File: config.mk
export PLATFORM = sky130hd
export DESIGN_NAME = gpu_cluster
export DESIGN_NICKNAME = d
export VERILOG_FILES = /design/src/design/cluster_pkg.sv /design/src/design/mem_bus_if.sv /design/src/design/mem_skid_buffer.sv /design/src/design/mem_arb.sv /design/src/design/gpu_cluster.sv
export SDC_FILE = /design/constraint.sdc
export NUM_CORES = 1
export LEC_CHECK = 0
export ABC_AREA = 1
export BUFFER_PORTS_ARGS = -buffer_cell sky130_fd_sc_hd__buf_4
export CORE_AREA = 10 10 277 279
export CTS_BUF_LIST = sky130_fd_sc_hd__clkbuf_16
export DETAILED_ROUTE_END_ITERATION = 12
export DIE_AREA = 0 0 287 289
export PLACE_DENSITY = 0.51
export SYNTH_ARGS = -nofsm -noshare
export SYNTH_HDL_FRONTEND = slang
export SYNTH_SLANG_ARGS = --single-unit
File: constraint.sdc
create_clock -name clk -period 45.2 [get_ports clk]
set_input_delay 2.26 -clock clk [delete_from_list [all_inputs] [get_ports clk]]
set_output_delay 2.26 -clock clk [all_outputs]
set_load 0.005 [all_outputs]
File: src/design/cluster_pkg.sv
`default_nettype none

package cluster_pkg;

    // ~~~~~~~~~~~~~~~~~~~~
    // Cluster shape
    // ~~~~~~~~~~~~~~~~~~~~

    localparam int NUM_CORES     = 4;
    localparam int CORE_SEL_BITS = 2;

    // The output arbiter merges the core group with the auxiliary unit.
    localparam int OUT_NUM_SRCS   = 2;
    localparam int OUT_SEL_BITS   = 1;
    localparam int CORE_GROUP_IDX = 0;
    localparam int AUX_SRC_IDX    = 1;

    // ~~~~~~~~~~~~~~~~~~~~
    // Bus widths
    // ~~~~~~~~~~~~~~~~~~~~

    localparam int ADDR_WIDTH   = 32;
    localparam int DATA_WIDTH   = 32;
    localparam int BYTEEN_WIDTH = DATA_WIDTH / 8;

    // Each arbiter stage appends its source index below the incoming tag.
    localparam int CORE_TAG_WIDTH  = 8;
    localparam int GROUP_TAG_WIDTH = CORE_TAG_WIDTH + CORE_SEL_BITS;
    localparam int MEM_TAG_WIDTH   = GROUP_TAG_WIDTH + OUT_SEL_BITS;

    typedef logic [ADDR_WIDTH-1:0]      mem_addr_t;
    typedef logic [DATA_WIDTH-1:0]      mem_data_t;
    typedef logic [BYTEEN_WIDTH-1:0]    mem_byteen_t;
    typedef logic [CORE_TAG_WIDTH-1:0]  core_tag_t;
    typedef logic [GROUP_TAG_WIDTH-1:0] group_tag_t;
    typedef logic [MEM_TAG_WIDTH-1:0]   mem_tag_t;

endpackage

`default_nettype wire

File: src/design/mem_bus_if.sv
`default_nettype none

interface mem_bus_if import cluster_pkg::*; #(
    parameter int TAG_WIDTH = CORE_TAG_WIDTH
) ();

    // Request channel.
    logic                 req_valid;
    logic                 req_rw;
    mem_addr_t            req_addr;
    mem_data_t            req_data;
    mem_byteen_t          req_byteen;
    logic [TAG_WIDTH-1:0] req_tag;
    logic                 req_ready;

    // Response channel. Only reads get a response, and responses come back in any order.
    logic                 rsp_valid;
    mem_data_t            rsp_data;
    logic [TAG_WIDTH-1:0] rsp_tag;
    logic                 rsp_ready;

    modport master (
        output req_valid, req_rw, req_addr, req_data, req_byteen, req_tag,
        input  req_ready,
        input  rsp_valid, rsp_data, rsp_tag,
        output rsp_ready
    );

    modport slave (
        input  req_valid, req_rw, req_addr, req_data, req_byteen, req_tag,
        output req_ready,
        output rsp_valid, rsp_data, rsp_tag,
        input  rsp_ready
    );

endinterface

`default_nettype wire

File: src/design/mem_skid_buffer.sv
`default_nettype none

module mem_skid_buffer #(
    parameter int WIDTH = 8
) (
    input  logic             clk,
    input  logic             reset,

    input  logic             in_valid,
    input  logic [WIDTH-1:0] in_data,
    output logic             in_ready,

    output logic             out_valid,
    output logic [WIDTH-1:0] out_data,
    input  logic             out_ready
);

    // The main register drives the output. The skid register catches the one
    // item that arrives in the cycle the output stalls. The skid register is
    // full exactly when in_ready is low, so in_ready comes straight from a flop.
    logic [WIDTH-1:0] skid_data;
    logic             main_free;

    assign main_free = !out_valid || out_ready;

    // ~~~~~~~~~~~~~~~~~~~~
    // Control
    // ~~~~~~~~~~~~~~~~~~~~

    always_ff @(posedge clk) begin
        if (reset) begin
            out_valid <= 1'b0;
            in_ready  <= 1'b1;
        end else if (main_free) begin
            // A full skid register has priority; otherwise take the input.
            out_valid <= in_valid || !in_ready;
            in_ready  <= 1'b1;
        end else if (in_valid && in_ready) begin
            in_ready <= 1'b0;
        end
    end

    // ~~~~~~~~~~~~~~~~~~~~
    // Payload
    // ~~~~~~~~~~~~~~~~~~~~

    always_ff @(posedge clk) begin
        if (main_free) begin
            out_data <= in_ready ? in_data : skid_data;
        end
        if (in_ready && !main_free) begin
            skid_data <= in_data;
        end
    end

endmodule

`default_nettype wire

File: src/design/mem_arb.sv
`default_nettype none

module mem_arb import cluster_pkg::*; #(
    parameter int NUM_REQS     = 4,
    parameter int TAG_IN_WIDTH = CORE_TAG_WIDTH,
    parameter int BUFFERED     = 0
) (
    input  logic      clk,
    input  logic      reset,

    mem_bus_if.slave  req_in_if [NUM_REQS],
    mem_bus_if.master req_out_if
);

    localparam int SEL_BITS      = (NUM_REQS > 1) ? $clog2(NUM_REQS) : 1;
    localparam int TAG_OUT_WIDTH = TAG_IN_WIDTH + SEL_BITS;
    localparam int REQ_WIDTH     = 1 + ADDR_WIDTH + DATA_WIDTH + BYTEEN_WIDTH + TAG_OUT_WIDTH;
    localparam int RSP_WIDTH     = DATA_WIDTH + TAG_OUT_WIDTH;

    logic [NUM_REQS-1:0]                in_valid;
    logic [NUM_REQS-1:0][REQ_WIDTH-1:0] in_payload;
    logic [NUM_REQS-1:0]                in_rsp_ready;

    logic [SEL_BITS-1:0]      rr_ptr;
    logic [SEL_BITS-1:0]      rr_grant;
    logic [SEL_BITS-1:0]      lock_idx;
    logic [SEL_BITS-1:0]      sel_idx;
    logic                     arb_locked;

    logic                     arb_valid;
    logic                     arb_ready;
    logic [REQ_WIDTH-1:0]     arb_payload;

    logic                     out_valid;
    logic                     out_ready;
    logic [REQ_WIDTH-1:0]     out_payload;

    logic                     mem_rsp_valid;
    logic                     mem_rsp_ready;
    logic [RSP_WIDTH-1:0]     mem_rsp_payload;

    logic                     rsp_valid;
    logic                     rsp_ready;
    logic [RSP_WIDTH-1:0]     rsp_payload;
    mem_data_t                rsp_data;
    logic [TAG_OUT_WIDTH-1:0] rsp_tag;
    logic [SEL_BITS-1:0]      rsp_sel;

    // ~~~~~~~~~~~~~~~~~~~~
    // Source side
    // ~~~~~~~~~~~~~~~~~~~~

    for (genvar i = 0; i < NUM_REQS; i++) begin : g_src
        assign in_valid[i]   = req_in_if[i].req_valid;
        // The source index goes into the low tag bits.
        assign in_payload[i] = {req_in_if[i].req_rw, req_in_if[i].req_addr,
                                req_in_if[i].req_data, req_in_if[i].req_byteen,
                                req_in_if[i].req_tag, SEL_BITS'(i)};
        assign req_in_if[i].req_ready = arb_valid && arb_ready && (sel_idx == SEL_BITS'(i));

        assign req_in_if[i].rsp_valid = rsp_valid && (rsp_sel == SEL_BITS'(i));
        assign req_in_if[i].rsp_data  = rsp_data;
        assign req_in_if[i].rsp_tag   = rsp_tag[TAG_OUT_WIDTH-1:SEL_BITS];
        assign in_rsp_ready[i]        = req_in_if[i].rsp_ready;
    end

    // ~~~~~~~~~~~~~~~~~~~~
    // Round-robin select
    // ~~~~~~~~~~~~~~~~~~~~

    // First valid source at or after the pointer.
    always_comb begin
        int idx;
        logic found;
        rr_grant = '0;
        found    = 1'b0;
        for (int k = 0; k < NUM_REQS; k++) begin
            idx = int'(rr_ptr) + k;
            if (idx >= NUM_REQS) begin
                idx = idx - NUM_REQS;
            end
            if (!found && in_valid[idx]) begin
                found    = 1'b1;
                rr_grant = SEL_BITS'(idx);
            end
        end
    end

    // A stalled grant stays locked so the output payload holds until it is taken.
    assign sel_idx     = arb_locked ? lock_idx : rr_grant;
    assign arb_valid   = in_valid[sel_idx];
    assign arb_payload = in_payload[sel_idx];

    always_ff @(posedge clk) begin
        if (reset) begin
            rr_ptr     <= '0;
            lock_idx   <= '0;
            arb_locked <= 1'b0;
        end else if (arb_valid && arb_ready) begin
            rr_ptr     <= (sel_idx == SEL_BITS'(NUM_REQS - 1)) ? '0 : sel_idx + 1'b1;
            arb_locked <= 1'b0;
        end else if (arb_valid) begin
            lock_idx   <= sel_idx;
            arb_locked <= 1'b1;
        end
    end

    // ~~~~~~~~~~~~~~~~~~~~
    // Memory side
    // ~~~~~~~~~~~~~~~~~~~~

    assign req_out_if.req_valid = out_valid;
    assign {req_out_if.req_rw, req_out_if.req_addr, req_out_if.req_data,
            req_out_if.req_byteen, req_out_if.req_tag} = out_payload;
    assign out_ready = req_out_if.req_ready;

    assign mem_rsp_valid        = req_out_if.rsp_valid;
    assign mem_rsp_payload      = {req_out_if.rsp_data, req_out_if.rsp_tag};
    assign req_out_if.rsp_ready = mem_rsp_ready;

    if (BUFFERED != 0) begin : g_buffered
        mem_skid_buffer #(
            .WIDTH (REQ_WIDTH)
        ) req_buf (
            .clk       (clk),
            .reset     (reset),
            .in_valid  (arb_valid),
            .in_data   (arb_payload),
            .in_ready  (arb_ready),
            .out_valid (out_valid),
            .out_data  (out_payload),
            .out_ready (out_ready)
        );

        mem_skid_buffer #(
            .WIDTH (RSP_WIDTH)
        ) rsp_buf (
            .clk       (clk),
            .reset     (reset),
            .in_valid  (mem_rsp_valid),
            .in_data   (mem_rsp_payload),
            .in_ready  (mem_rsp_ready),
            .out_valid (rsp_valid),
            .out_data  (rsp_payload),
            .out_ready (rsp_ready)
        );
    end else begin : g_direct
        assign out_valid     = arb_valid;
        assign out_payload   = arb_payload;
        assign arb_ready     = out_ready;
        assign rsp_valid     = mem_rsp_valid;
        assign rsp_payload   = mem_rsp_payload;
        assign mem_rsp_ready = rsp_ready;
    end

    // Responses are steered by the low tag bits.
    assign {rsp_data, rsp_tag} = rsp_payload;
    assign rsp_sel             = rsp_tag[SEL_BITS-1:0];
    assign rsp_ready           = in_rsp_ready[rsp_sel];

endmodule

`default_nettype wire

File: src/design/gpu_cluster.sv
`default_nettype none

module gpu_cluster import cluster_pkg::*; (
    input  logic                             clk,
    input  logic                             reset,

    // Core memory ports
    input  logic [NUM_CORES-1:0]             core_req_valid,
    input  logic [NUM_CORES-1:0]             core_req_rw,
    input  mem_addr_t [NUM_CORES-1:0]        core_req_addr,
    input  mem_data_t [NUM_CORES-1:0]        core_req_data,
    input  mem_byteen_t [NUM_CORES-1:0]      core_req_byteen,
    input  core_tag_t [NUM_CORES-1:0]        core_req_tag,
    output logic [NUM_CORES-1:0]             core_req_ready,

    output logic [NUM_CORES-1:0]             core_rsp_valid,
    output mem_data_t [NUM_CORES-1:0]        core_rsp_data,
    output core_tag_t [NUM_CORES-1:0]        core_rsp_tag,
    input  logic [NUM_CORES-1:0]             core_rsp_ready,

    // Auxiliary unit port
    input  logic                             aux_req_valid,
    input  logic                             aux_req_rw,
    input  mem_addr_t                        aux_req_addr,
    input  mem_data_t                        aux_req_data,
    input  mem_byteen_t                      aux_req_byteen,
    input  core_tag_t                        aux_req_tag,
    output logic                             aux_req_ready,

    output logic                             aux_rsp_valid,
    output mem_data_t                        aux_rsp_data,
    output core_tag_t                        aux_rsp_tag,
    input  logic                             aux_rsp_ready,

    // Cluster memory port
    output logic                             mem_req_valid,
    output logic                             mem_req_rw,
    output mem_addr_t                        mem_req_addr,
    output mem_data_t                        mem_req_data,
    output mem_byteen_t                      mem_req_byteen,
    output mem_tag_t                         mem_req_tag,
    input  logic                             mem_req_ready,

    input  logic                             mem_rsp_valid,
    input  mem_data_t                        mem_rsp_data,
    input  mem_tag_t                         mem_rsp_tag,
    output logic                             mem_rsp_ready,

    // Status
    input  logic [NUM_CORES-1:0]             core_busy,
    output logic                             busy
);

    mem_bus_if #(.TAG_WIDTH(CORE_TAG_WIDTH))  core_bus_if  [NUM_CORES] ();
    mem_bus_if #(.TAG_WIDTH(GROUP_TAG_WIDTH)) group_bus_if [OUT_NUM_SRCS] ();
    mem_bus_if #(.TAG_WIDTH(MEM_TAG_WIDTH))   cluster_mem_if ();

    // ~~~~~~~~~~~~~~~~~~~~
    // Core ports
    // ~~~~~~~~~~~~~~~~~~~~

    for (genvar i = 0; i < NUM_CORES; i++) begin : g_core
        assign core_bus_if[i].req_valid  = core_req_valid[i];
        assign core_bus_if[i].req_rw     = core_req_rw[i];
        assign core_bus_if[i].req_addr   = core_req_addr[i];
        assign core_bus_if[i].req_data   = core_req_data[i];
        assign core_bus_if[i].req_byteen = core_req_byteen[i];
        assign core_bus_if[i].req_tag    = core_req_tag[i];
        assign core_req_ready[i]         = core_bus_if[i].req_ready;

        assign core_rsp_valid[i]         = core_bus_if[i].rsp_valid;
        assign core_rsp_data[i]          = core_bus_if[i].rsp_data;
        assign core_rsp_tag[i]           = core_bus_if[i].rsp_tag;
        assign core_bus_if[i].rsp_ready  = core_rsp_ready[i];
    end

    // Registered on both paths, so the core group meets timing on its own.
    mem_arb #(
        .NUM_REQS     (NUM_CORES),
        .TAG_IN_WIDTH (CORE_TAG_WIDTH),
        .BUFFERED     (1)
    ) core_arb (
        .clk        (clk),
        .reset      (reset),
        .req_in_if  (core_bus_if),
        .req_out_if (group_bus_if[CORE_GROUP_IDX])
    );

    // ~~~~~~~~~~~~~~~~~~~~
    // Auxiliary port
    // ~~~~~~~~~~~~~~~~~~~~

    // The narrower auxiliary tag is zero-extended to the group width.
    assign group_bus_if[AUX_SRC_IDX].req_valid  = aux_req_valid;
    assign group_bus_if[AUX_SRC_IDX].req_rw     = aux_req_rw;
    assign group_bus_if[AUX_SRC_IDX].req_addr   = aux_req_addr;
    assign group_bus_if[AUX_SRC_IDX].req_data   = aux_req_data;
    assign group_bus_if[AUX_SRC_IDX].req_byteen = aux_req_byteen;
    assign group_bus_if[AUX_SRC_IDX].req_tag    = group_tag_t'(aux_req_tag);
    assign aux_req_ready                        = group_bus_if[AUX_SRC_IDX].req_ready;

    assign aux_rsp_valid                        = group_bus_if[AUX_SRC_IDX].rsp_valid;
    assign aux_rsp_data                         = group_bus_if[AUX_SRC_IDX].rsp_data;
    assign aux_rsp_tag  = group_bus_if[AUX_SRC_IDX].rsp_tag[CORE_TAG_WIDTH-1:0];
    assign group_bus_if[AUX_SRC_IDX].rsp_ready  = aux_rsp_ready;

    mem_arb #(
        .NUM_REQS     (OUT_NUM_SRCS),
        .TAG_IN_WIDTH (GROUP_TAG_WIDTH),
        .BUFFERED     (0)
    ) out_arb (
        .clk        (clk),
        .reset      (reset),
        .req_in_if  (group_bus_if),
        .req_out_if (cluster_mem_if)
    );

    // ~~~~~~~~~~~~~~~~~~~~
    // Memory port
    // ~~~~~~~~~~~~~~~~~~~~

    assign mem_req_valid            = cluster_mem_if.req_valid;
    assign mem_req_rw               = cluster_mem_if.req_rw;
    assign mem_req_addr             = cluster_mem_if.req_addr;
    assign mem_req_data             = cluster_mem_if.req_data;
    assign mem_req_byteen           = cluster_mem_if.req_byteen;
    assign mem_req_tag              = cluster_mem_if.req_tag;
    assign cluster_mem_if.req_ready = mem_req_ready;

    assign cluster_mem_if.rsp_valid = mem_rsp_valid;
    assign cluster_mem_if.rsp_data  = mem_rsp_data;
    assign cluster_mem_if.rsp_tag   = mem_rsp_tag;
    assign mem_rsp_ready            = cluster_mem_if.rsp_ready;

    // The cluster is busy while any core is.
    assign busy = |core_busy;

endmodule

`default_nettype wire

=== Word-level counts from Yosys, hierarchy flattened ===
Cells that the tools add are included.

* Bits in registers: 254
* Logic and storage cells: 148
* Output and inout port bits: 293

* Order comparisons: 16
* Add/subtract/negate cells: 12
* Bitwise operators: 4
* Eq/ne operators: 6
* Reduce and logical (&&, ||, !) cells: 44
* Mux-type cells: 52

{| class="wikitable"
|+ Operators with widths
! operator !! count
|-
| $mux 32 || 6
|-
| $mux 80 || 2
|-
| $bmux 79 s2 || 1
|-
| $mux 79 || 2
|-
| $lt 32x4->1 const B || 4
|-
| $ge 32x4->1 const B || 3
|-
| $sub 32x4->32 const B || 3
|-
| $lt 32x3->1 const B || 2
|-
| $mux 42 || 1
|-
| $ge 32x3->1 const B || 1
|-
| $sub 32x3->32 const B || 1
|-
| $mux 1 || 28
|-
| $logic_and 1x1->1 || 21
|-
| $bmux 1 s2 || 6
|-
| $mux 2 || 6
|-
| $logic_not 1->1 || 10
|-
| $eq 2x2->1 const B || 4
|-
| $reduce_or 2->1 || 4
|-
| $add 2x2->3 const B || 2
|-
| $lt 2x3->1 const B || 2
|-
| $eq 2x1->1 const B || 2
|-
| $logic_not 2->1 || 2
|-
| $logic_or 1x1->1 || 4
|-
| $lt 1x2->1 const B || 2
|-
| 11 further kinds || 15
|}

=== Depth between registers and ports, before layout ===
* Depth after elaboration: 21
* Depth in mapped cells: 18

=== By module ===
A second synthesis with hierarchy kept.

* Cell total of the unflattened synthesis: 1735
* Area total of the unflattened synthesis: 14925.6 sq um

{| class="wikitable"
|+ Modules (own cells, without submodules)
! module !! area an instance (sq um) !! instances !! cells each
|-
| mem_skid_buffer at core_arb.g_buffered.req_buf || 5861.9 || 1 || 423
|-
| mem_arb at core_arb || 3938.8 || 1 || 689
|-
| mem_skid_buffer at core_arb.g_buffered.rsp_buf || 3206.8 || 1 || 230
|-
| mem_arb at out_arb || 1843.0 || 1 || 381
|-
| gpu_cluster || 75.1 || 1 || 12
|}

=== Worst setup path after synthesis ===
OpenSTA, ideal clock, no wires.

* Path type: input to register
* From: in aux_req_valid
* To: reg core_arb.g_buffered.req_buf.skid_data[0] (enable)
* Data arrival time: 14.848 ns
* Path buffers: 0
* Slack: 28.997 ns
* Setup time: 1.356 ns
* Cell stages on the path: 9
* Required time: 43.844 ns
* Cell sequence: o211ai_1 o21ai_0 inv_2 nand2_1 o21ai_0 nor2_1 inv_1 o21ai_0 nor2_1

* Longest elaborated chain between the ends: 15
* Elaborated cells between the ends (all ways): 20
* Classes of those cells: 12 x mux; 1 x bitwise; 7 x reduce/logical

{| class="wikitable"
|+ RTL lines
! what !! RTL line !! RTL
|-
| start: declaration || gpu_cluster.sv:22 || <nowiki>input logic aux_req_valid,</nowiki>
|-
| $mux 1 (implied by the code) (3 in series) || mem_arb.sv:82 || <nowiki>if (!found && in_valid[idx]) begin</nowiki>
|-
| $mux 1 || mem_arb.sv:82 ||
|-
| $logic_not 1->1 || mem_arb.sv:82 ||
|-
| $logic_and 1x1->1 || mem_arb.sv:82 ||
|-
| $mux 1 || mem_arb.sv:82 ||
|-
| $mux 1 || mem_arb.sv:90 || <nowiki>assign sel_idx = arb_locked ? lock_idx : rr_grant;</nowiki>
|-
| $mux 1 (implied by the code) (2 in series) || mem_arb.sv:91 || <nowiki>assign arb_valid = in_valid[sel_idx];</nowiki>
|-
| $logic_and 1x1->1 || mem_arb.sv:59 || <nowiki>assign req_in_if[i].req_ready = arb_valid && arb_ready && (sel_idx == SEL_BITS'(i));</nowiki>
|-
| $logic_and 1x1->1 (*) || mem_arb.sv:59 ||
|-
| $logic_or 1x1->1 (*) || mem_skid_buffer.sv:24 || <nowiki>assign main_free = !out_valid || out_ready;</nowiki>
|-
| via core_arb.g_buffered.req_buf.main_free || mem_skid_buffer.sv:22 || <nowiki>logic main_free;</nowiki>
|-
| $logic_not 1->1 (*) || mem_skid_buffer.sv:51 || <nowiki>if (in_ready && !main_free) begin</nowiki>
|-
| $logic_and 1x1->1 (*) || mem_skid_buffer.sv:51 ||
|-
| end signal: assignment || mem_skid_buffer.sv:52 || <nowiki>skid_data <= in_data;</nowiki>
|-
| end: declaration || mem_skid_buffer.sv:21 || <nowiki>logic [WIDTH-1:0] skid_data;</nowiki>
|}

The timed path passes the listed nets; every way through them passes the cells marked *. The select of a mux whose other input is x is not followed.
A chain may end at the register's enable or synchronous reset.

=== Final worst setup path ===
* From: in core_req_valid[3]
* To: out core_req_ready[3]

* Longest elaborated chain between the ends: 18
* Elaborated cells between the ends (all ways): 31
* Classes of those cells: 1 x eq/ne; 22 x mux; 8 x reduce/logical

{| class="wikitable"
|+ RTL lines
! what !! RTL line !! RTL
|-
| start: declaration || gpu_cluster.sv:8 || <nowiki>input logic [NUM_CORES-1:0] core_req_valid,</nowiki>
|-
| $bmux 1 s2 || mem_arb.sv:82 ||
|-
| $mux 1 (implied by the code) (2 in series) || mem_arb.sv:82 ||
|-
| $mux 1 || mem_arb.sv:82 ||
|-
| $logic_not 1->1 || mem_arb.sv:82 ||
|-
| $logic_and 1x1->1 || mem_arb.sv:82 ||
|-
| $mux 1 || mem_arb.sv:82 ||
|-
| $logic_not 1->1 || mem_arb.sv:82 ||
|-
| $logic_and 1x1->1 || mem_arb.sv:82 ||
|-
| $mux 1 || mem_arb.sv:82 ||
|-
| $logic_not 1->1 || mem_arb.sv:82 ||
|-
| $logic_and 1x1->1 || mem_arb.sv:82 ||
|-
| $mux 2 || mem_arb.sv:82 ||
|-
| $mux 2 || mem_arb.sv:90 ||
|-
| $bmux 1 s2 || mem_arb.sv:91 ||
|-
| $mux 1 (implied by the code) || mem_arb.sv:91 ||
|-
| $logic_and 1x1->1 || mem_arb.sv:59 ||
|-
| $logic_and 1x1->1 (*) || mem_arb.sv:59 ||
|-
| end: declaration || gpu_cluster.sv:14 || <nowiki>output logic [NUM_CORES-1:0] core_req_ready,</nowiki>
|}

Every way passes the cells marked *; elsewhere a longest branch is shown, timed or not. The select of a mux whose other input is x is not followed.

==> flow_summary.ini <==
[power_and_ir_drop]
p_leak_nw = 10.6
p_comb_share_pct = 52.4
power_density_nw_per_um2 = 70.0
ir_worst_vdd_v = 0.0000465
swShare_pct = 43.9
seqPwrFrac_pct = 30.0
p_int_w = 0.000848
power.switching_w = 0.000663
p_clk_share_pct = 17.6

[placement]
dp.cells = 3196
post_dp_cell_area_um2 = 20500
hpwl_mm = 53.8
portBuffers = 738
place_congestion = 0.870

[floorplanning]
core_um2 = 71100
dieArea_um2 = 82900
initial_core_util_pct = 22.0
fp.dieW_um = 287
rows = 98
die_y_um = 289
io_pins = 739

[timing]
rsz0062_at_grt = false
tightest_slew_ns = 1.07
final.setup_skew_ns = 0.0271
fmaxAchievable_mhz = 127
setup-violations-final = 0
hold_viol = 0
slew_violations = 0
min_period_ns = 7.86
tns_ns = 0
slew_headroom_pct = 29.0
fin_crit_sh_pct = 17.4

[detailed_routing]
first_iter_violations = 686
route.detailed.drc = 0
wl_mm = 68.2
vias = 13700
drt-pass1-iter-count = 5
via_per_inst = 4.20
drtAntennaViolNets = 0
routedWlPerCell_um = 20.9

[yosys]
syn_area_um2 = 15600
synth_area_leaders = edfxtp_1, nand2_1, buf_4
synth_top_family_by_area = simple AND/OR/NAND/NOR gates
synthFlopType = edfxtp_1
avgSynthCellArea_um2 = 8.68
synth-edff-count = 242
synth.net_count = 2247
yosys.area_share.simple_pct = 29.0
synth_top_cell_by_area = edfxtp_1
yosysWarnings = 0
muxShareOfSynthArea_pct = 0
synth_top_area_share_pct = 46.5
async_flop_share_pct = 0
ys_seq_area_share_pct = 48.0
synth.distinct_cells = 27
syn_inst = 1799
synth_most_common_cell = nand2_1
ys_ff_latch = 254
synthAdderAreaFrac_pct = 0.160
synth_compound_area_share_pct = 6.76
synth_common_cells = nand2_1, edfxtp_1, buf_4, inv_1, nand3_1
synth_xor_area_share_pct = 0

[setup_path]
cp.depth = 16
cp_num_buf_inv = 7
arrival_ns = 5.60
crit_fanout = 93
criticalPathCategory = in -> out
crit_start = core_req_valid[3]
reg2reg_depth = 17
cp.required_ns = 42.94
max_stage_delay_ns = 0.61
critPathTopFamily = buffers and inverters
path_cells = buf_4 > inv_1 > nand2_1 > nand3_1 > nand2_2 > clkinv_1 > nand3_1 > nand3_1 > nand3_2 > nand2_8 > clkinv_2 > buf_4 > ha_1 > inv_1 > nor2_1 > buf_4
r2r_start = core_arb.rr_ptr[0]
slowest_stage = clkinv_2
worst_setup_path_end_kind = primary output
start_kind = input pin

[clock_network]
cts_tree = done
holdBufCountCts = 0
numCtsBuffers = 34
clock-sinks = 254
ctsResizeCount = 0
cts-htree-levels = 2
path_clk_slew_ns = 0.06
clkLatencyLatePin_ns = 0.54
post_cts_buffers = 0
cts-root-buf = clkbuf_16
cts_buffer_depth = 3

[global_routing]
globalRouteMet3Util_pct = 4.92
grt-ovfl-total = 0
grt.busiest_layer = met2
met2_usage_pct = 29.0
grt_pass1_wl_mm = 95.6
grt_use_met1_pct = 16.4
grt_max_degree = 94
grt_pass1_vias = 14200
grt.total_usage_pct = 15.4
antenna_found_initial = 15

[final_layout]
num-fill-cells = 7556
drive_gt1_share_pct = 42.4
fin_area_um2 = 21600
area_growth_pct = 38.0
instances_no_fill = 3259
finalNetCount = 2730

[job]
max_cap_violations = 0

[min_path]
hp-start = out_arb.lock_idx
whs_path_depth = 2
hp-class = reg -> reg

[status]
status = completed
stage by stage:
stage               setup slack, ns  util (%)  hold slack, ns  total power [W]
floorplan                     29.00         -           0.444         0.000996
CTS                           37.33      30.3           0.476          0.00155
finish                        37.34      30.3           0.474          0.00151
detailed placement            37.34      28.8           0.470          0.00128
global route                  37.01      30.3           0.497          0.00164
global placement              37.36      28.8           0.466          0.00126
per-layer routing:
metal	part of all wire, %	vias up
li1	-	6611
met1	36	6383
met2	53	573
met3	8.3	105
met4	2.4	12
met5	0.13	-
layout make-up:
type                       instances  area, um^2  area share, %
sequential                       254        7510           34.8
multi-input combinational       1125        5680           26.3
timing repair buffer             752        5650           26.2
tap                              950        1190           5.51
clock buffer                      37         926           4.29
inverter                         115         435           2.02
clock inverter                    24         174          0.806
antenna                            2        5.00         0.0232
path summary, 6_finish.rpt:
check | slack (ns) | endpoint
max | 37.34 | core_req_ready[3]
min | 0.47 | out_arb.lock_idx
max reg2reg | 40.64 | core_arb.g_buffered.req_buf.out_data[71]
min reg2reg | 0.47 | out_arb.lock_idx
registers in the layout, indices dropped and copies added (netlist names):
name,cells
core_arb.arb_locked,1
core_arb.g_buffered.req_buf.in_ready,1
core_arb.g_buffered.req_buf.out_data,79
core_arb.g_buffered.req_buf.out_valid,1
core_arb.g_buffered.req_buf.skid_data,79
core_arb.g_buffered.rsp_buf.in_ready,1
core_arb.g_buffered.rsp_buf.out_data,42
core_arb.g_buffered.rsp_buf.out_valid,1
core_arb.g_buffered.rsp_buf.skid_data,42
core_arb.lock_idx,2
core_arb.rr_ptr,2
out_arb.arb_locked,1
out_arb.lock_idx,1
out_arb.rr_ptr,1
placed cells by master (no fill, tap or decap), types with 2 or more instances in the layout:
master	n
o211ai_1	3
nand2_2	5
inv_2	5
o21ai_4	2
nand2_1	810
nor2_4	4
nand3_1	103
nand4_1	3
edfxtp_1	242
dfxtp_1	10
buf_4	752
nor2_1	15
a21oi_1	5
o211ai_2	75
clkinv_4	3
clkinvlp_4	3
diode_2	2
nand3_2	78
clkinv_2	7
inv_1	111
clkinv_1	8
ha_1	2
nand2_8	2
nor3_1	6
o21ai_0	8
clkbuf_16	37
bufinv_16	2
logic make-up (layout without fill, tap and decap cells):
| kind of cell | Yosys count | count (layout) |
|---|---|---|
| fa+ha+maj | 2 | 2 |
| other cells | 0 | 2 |
| flops | 254 | 254 |
| compound gates | 96 | 96 |
| buf+inv | 420 | 928 |
| simple gates | 1027 | 1027 |
worst min-delay path, delay by kind of cell, from the launching register on:
family,cells,cell delay (ns)
compound gates,2,0.13
flops,1,0.30
power by group through the flow:
stage | sequential [W] | combinational, W | clock, W
5_1_grt | 0.000462 | 0.000894 | 0.000284
6_report | 0.000454 | 0.000791 | 0.000266
3_5_place_dp | 0.000459 | 0.000817 | 0
2_1_floorplan | 0.000452 | 0.000545 | 0
3_3_place_gp | 0.000458 | 0.000804 | 0
4_1_cts | 0.000455 | 0.000820 | 0.000276
(Power assumes the default switching activity.)
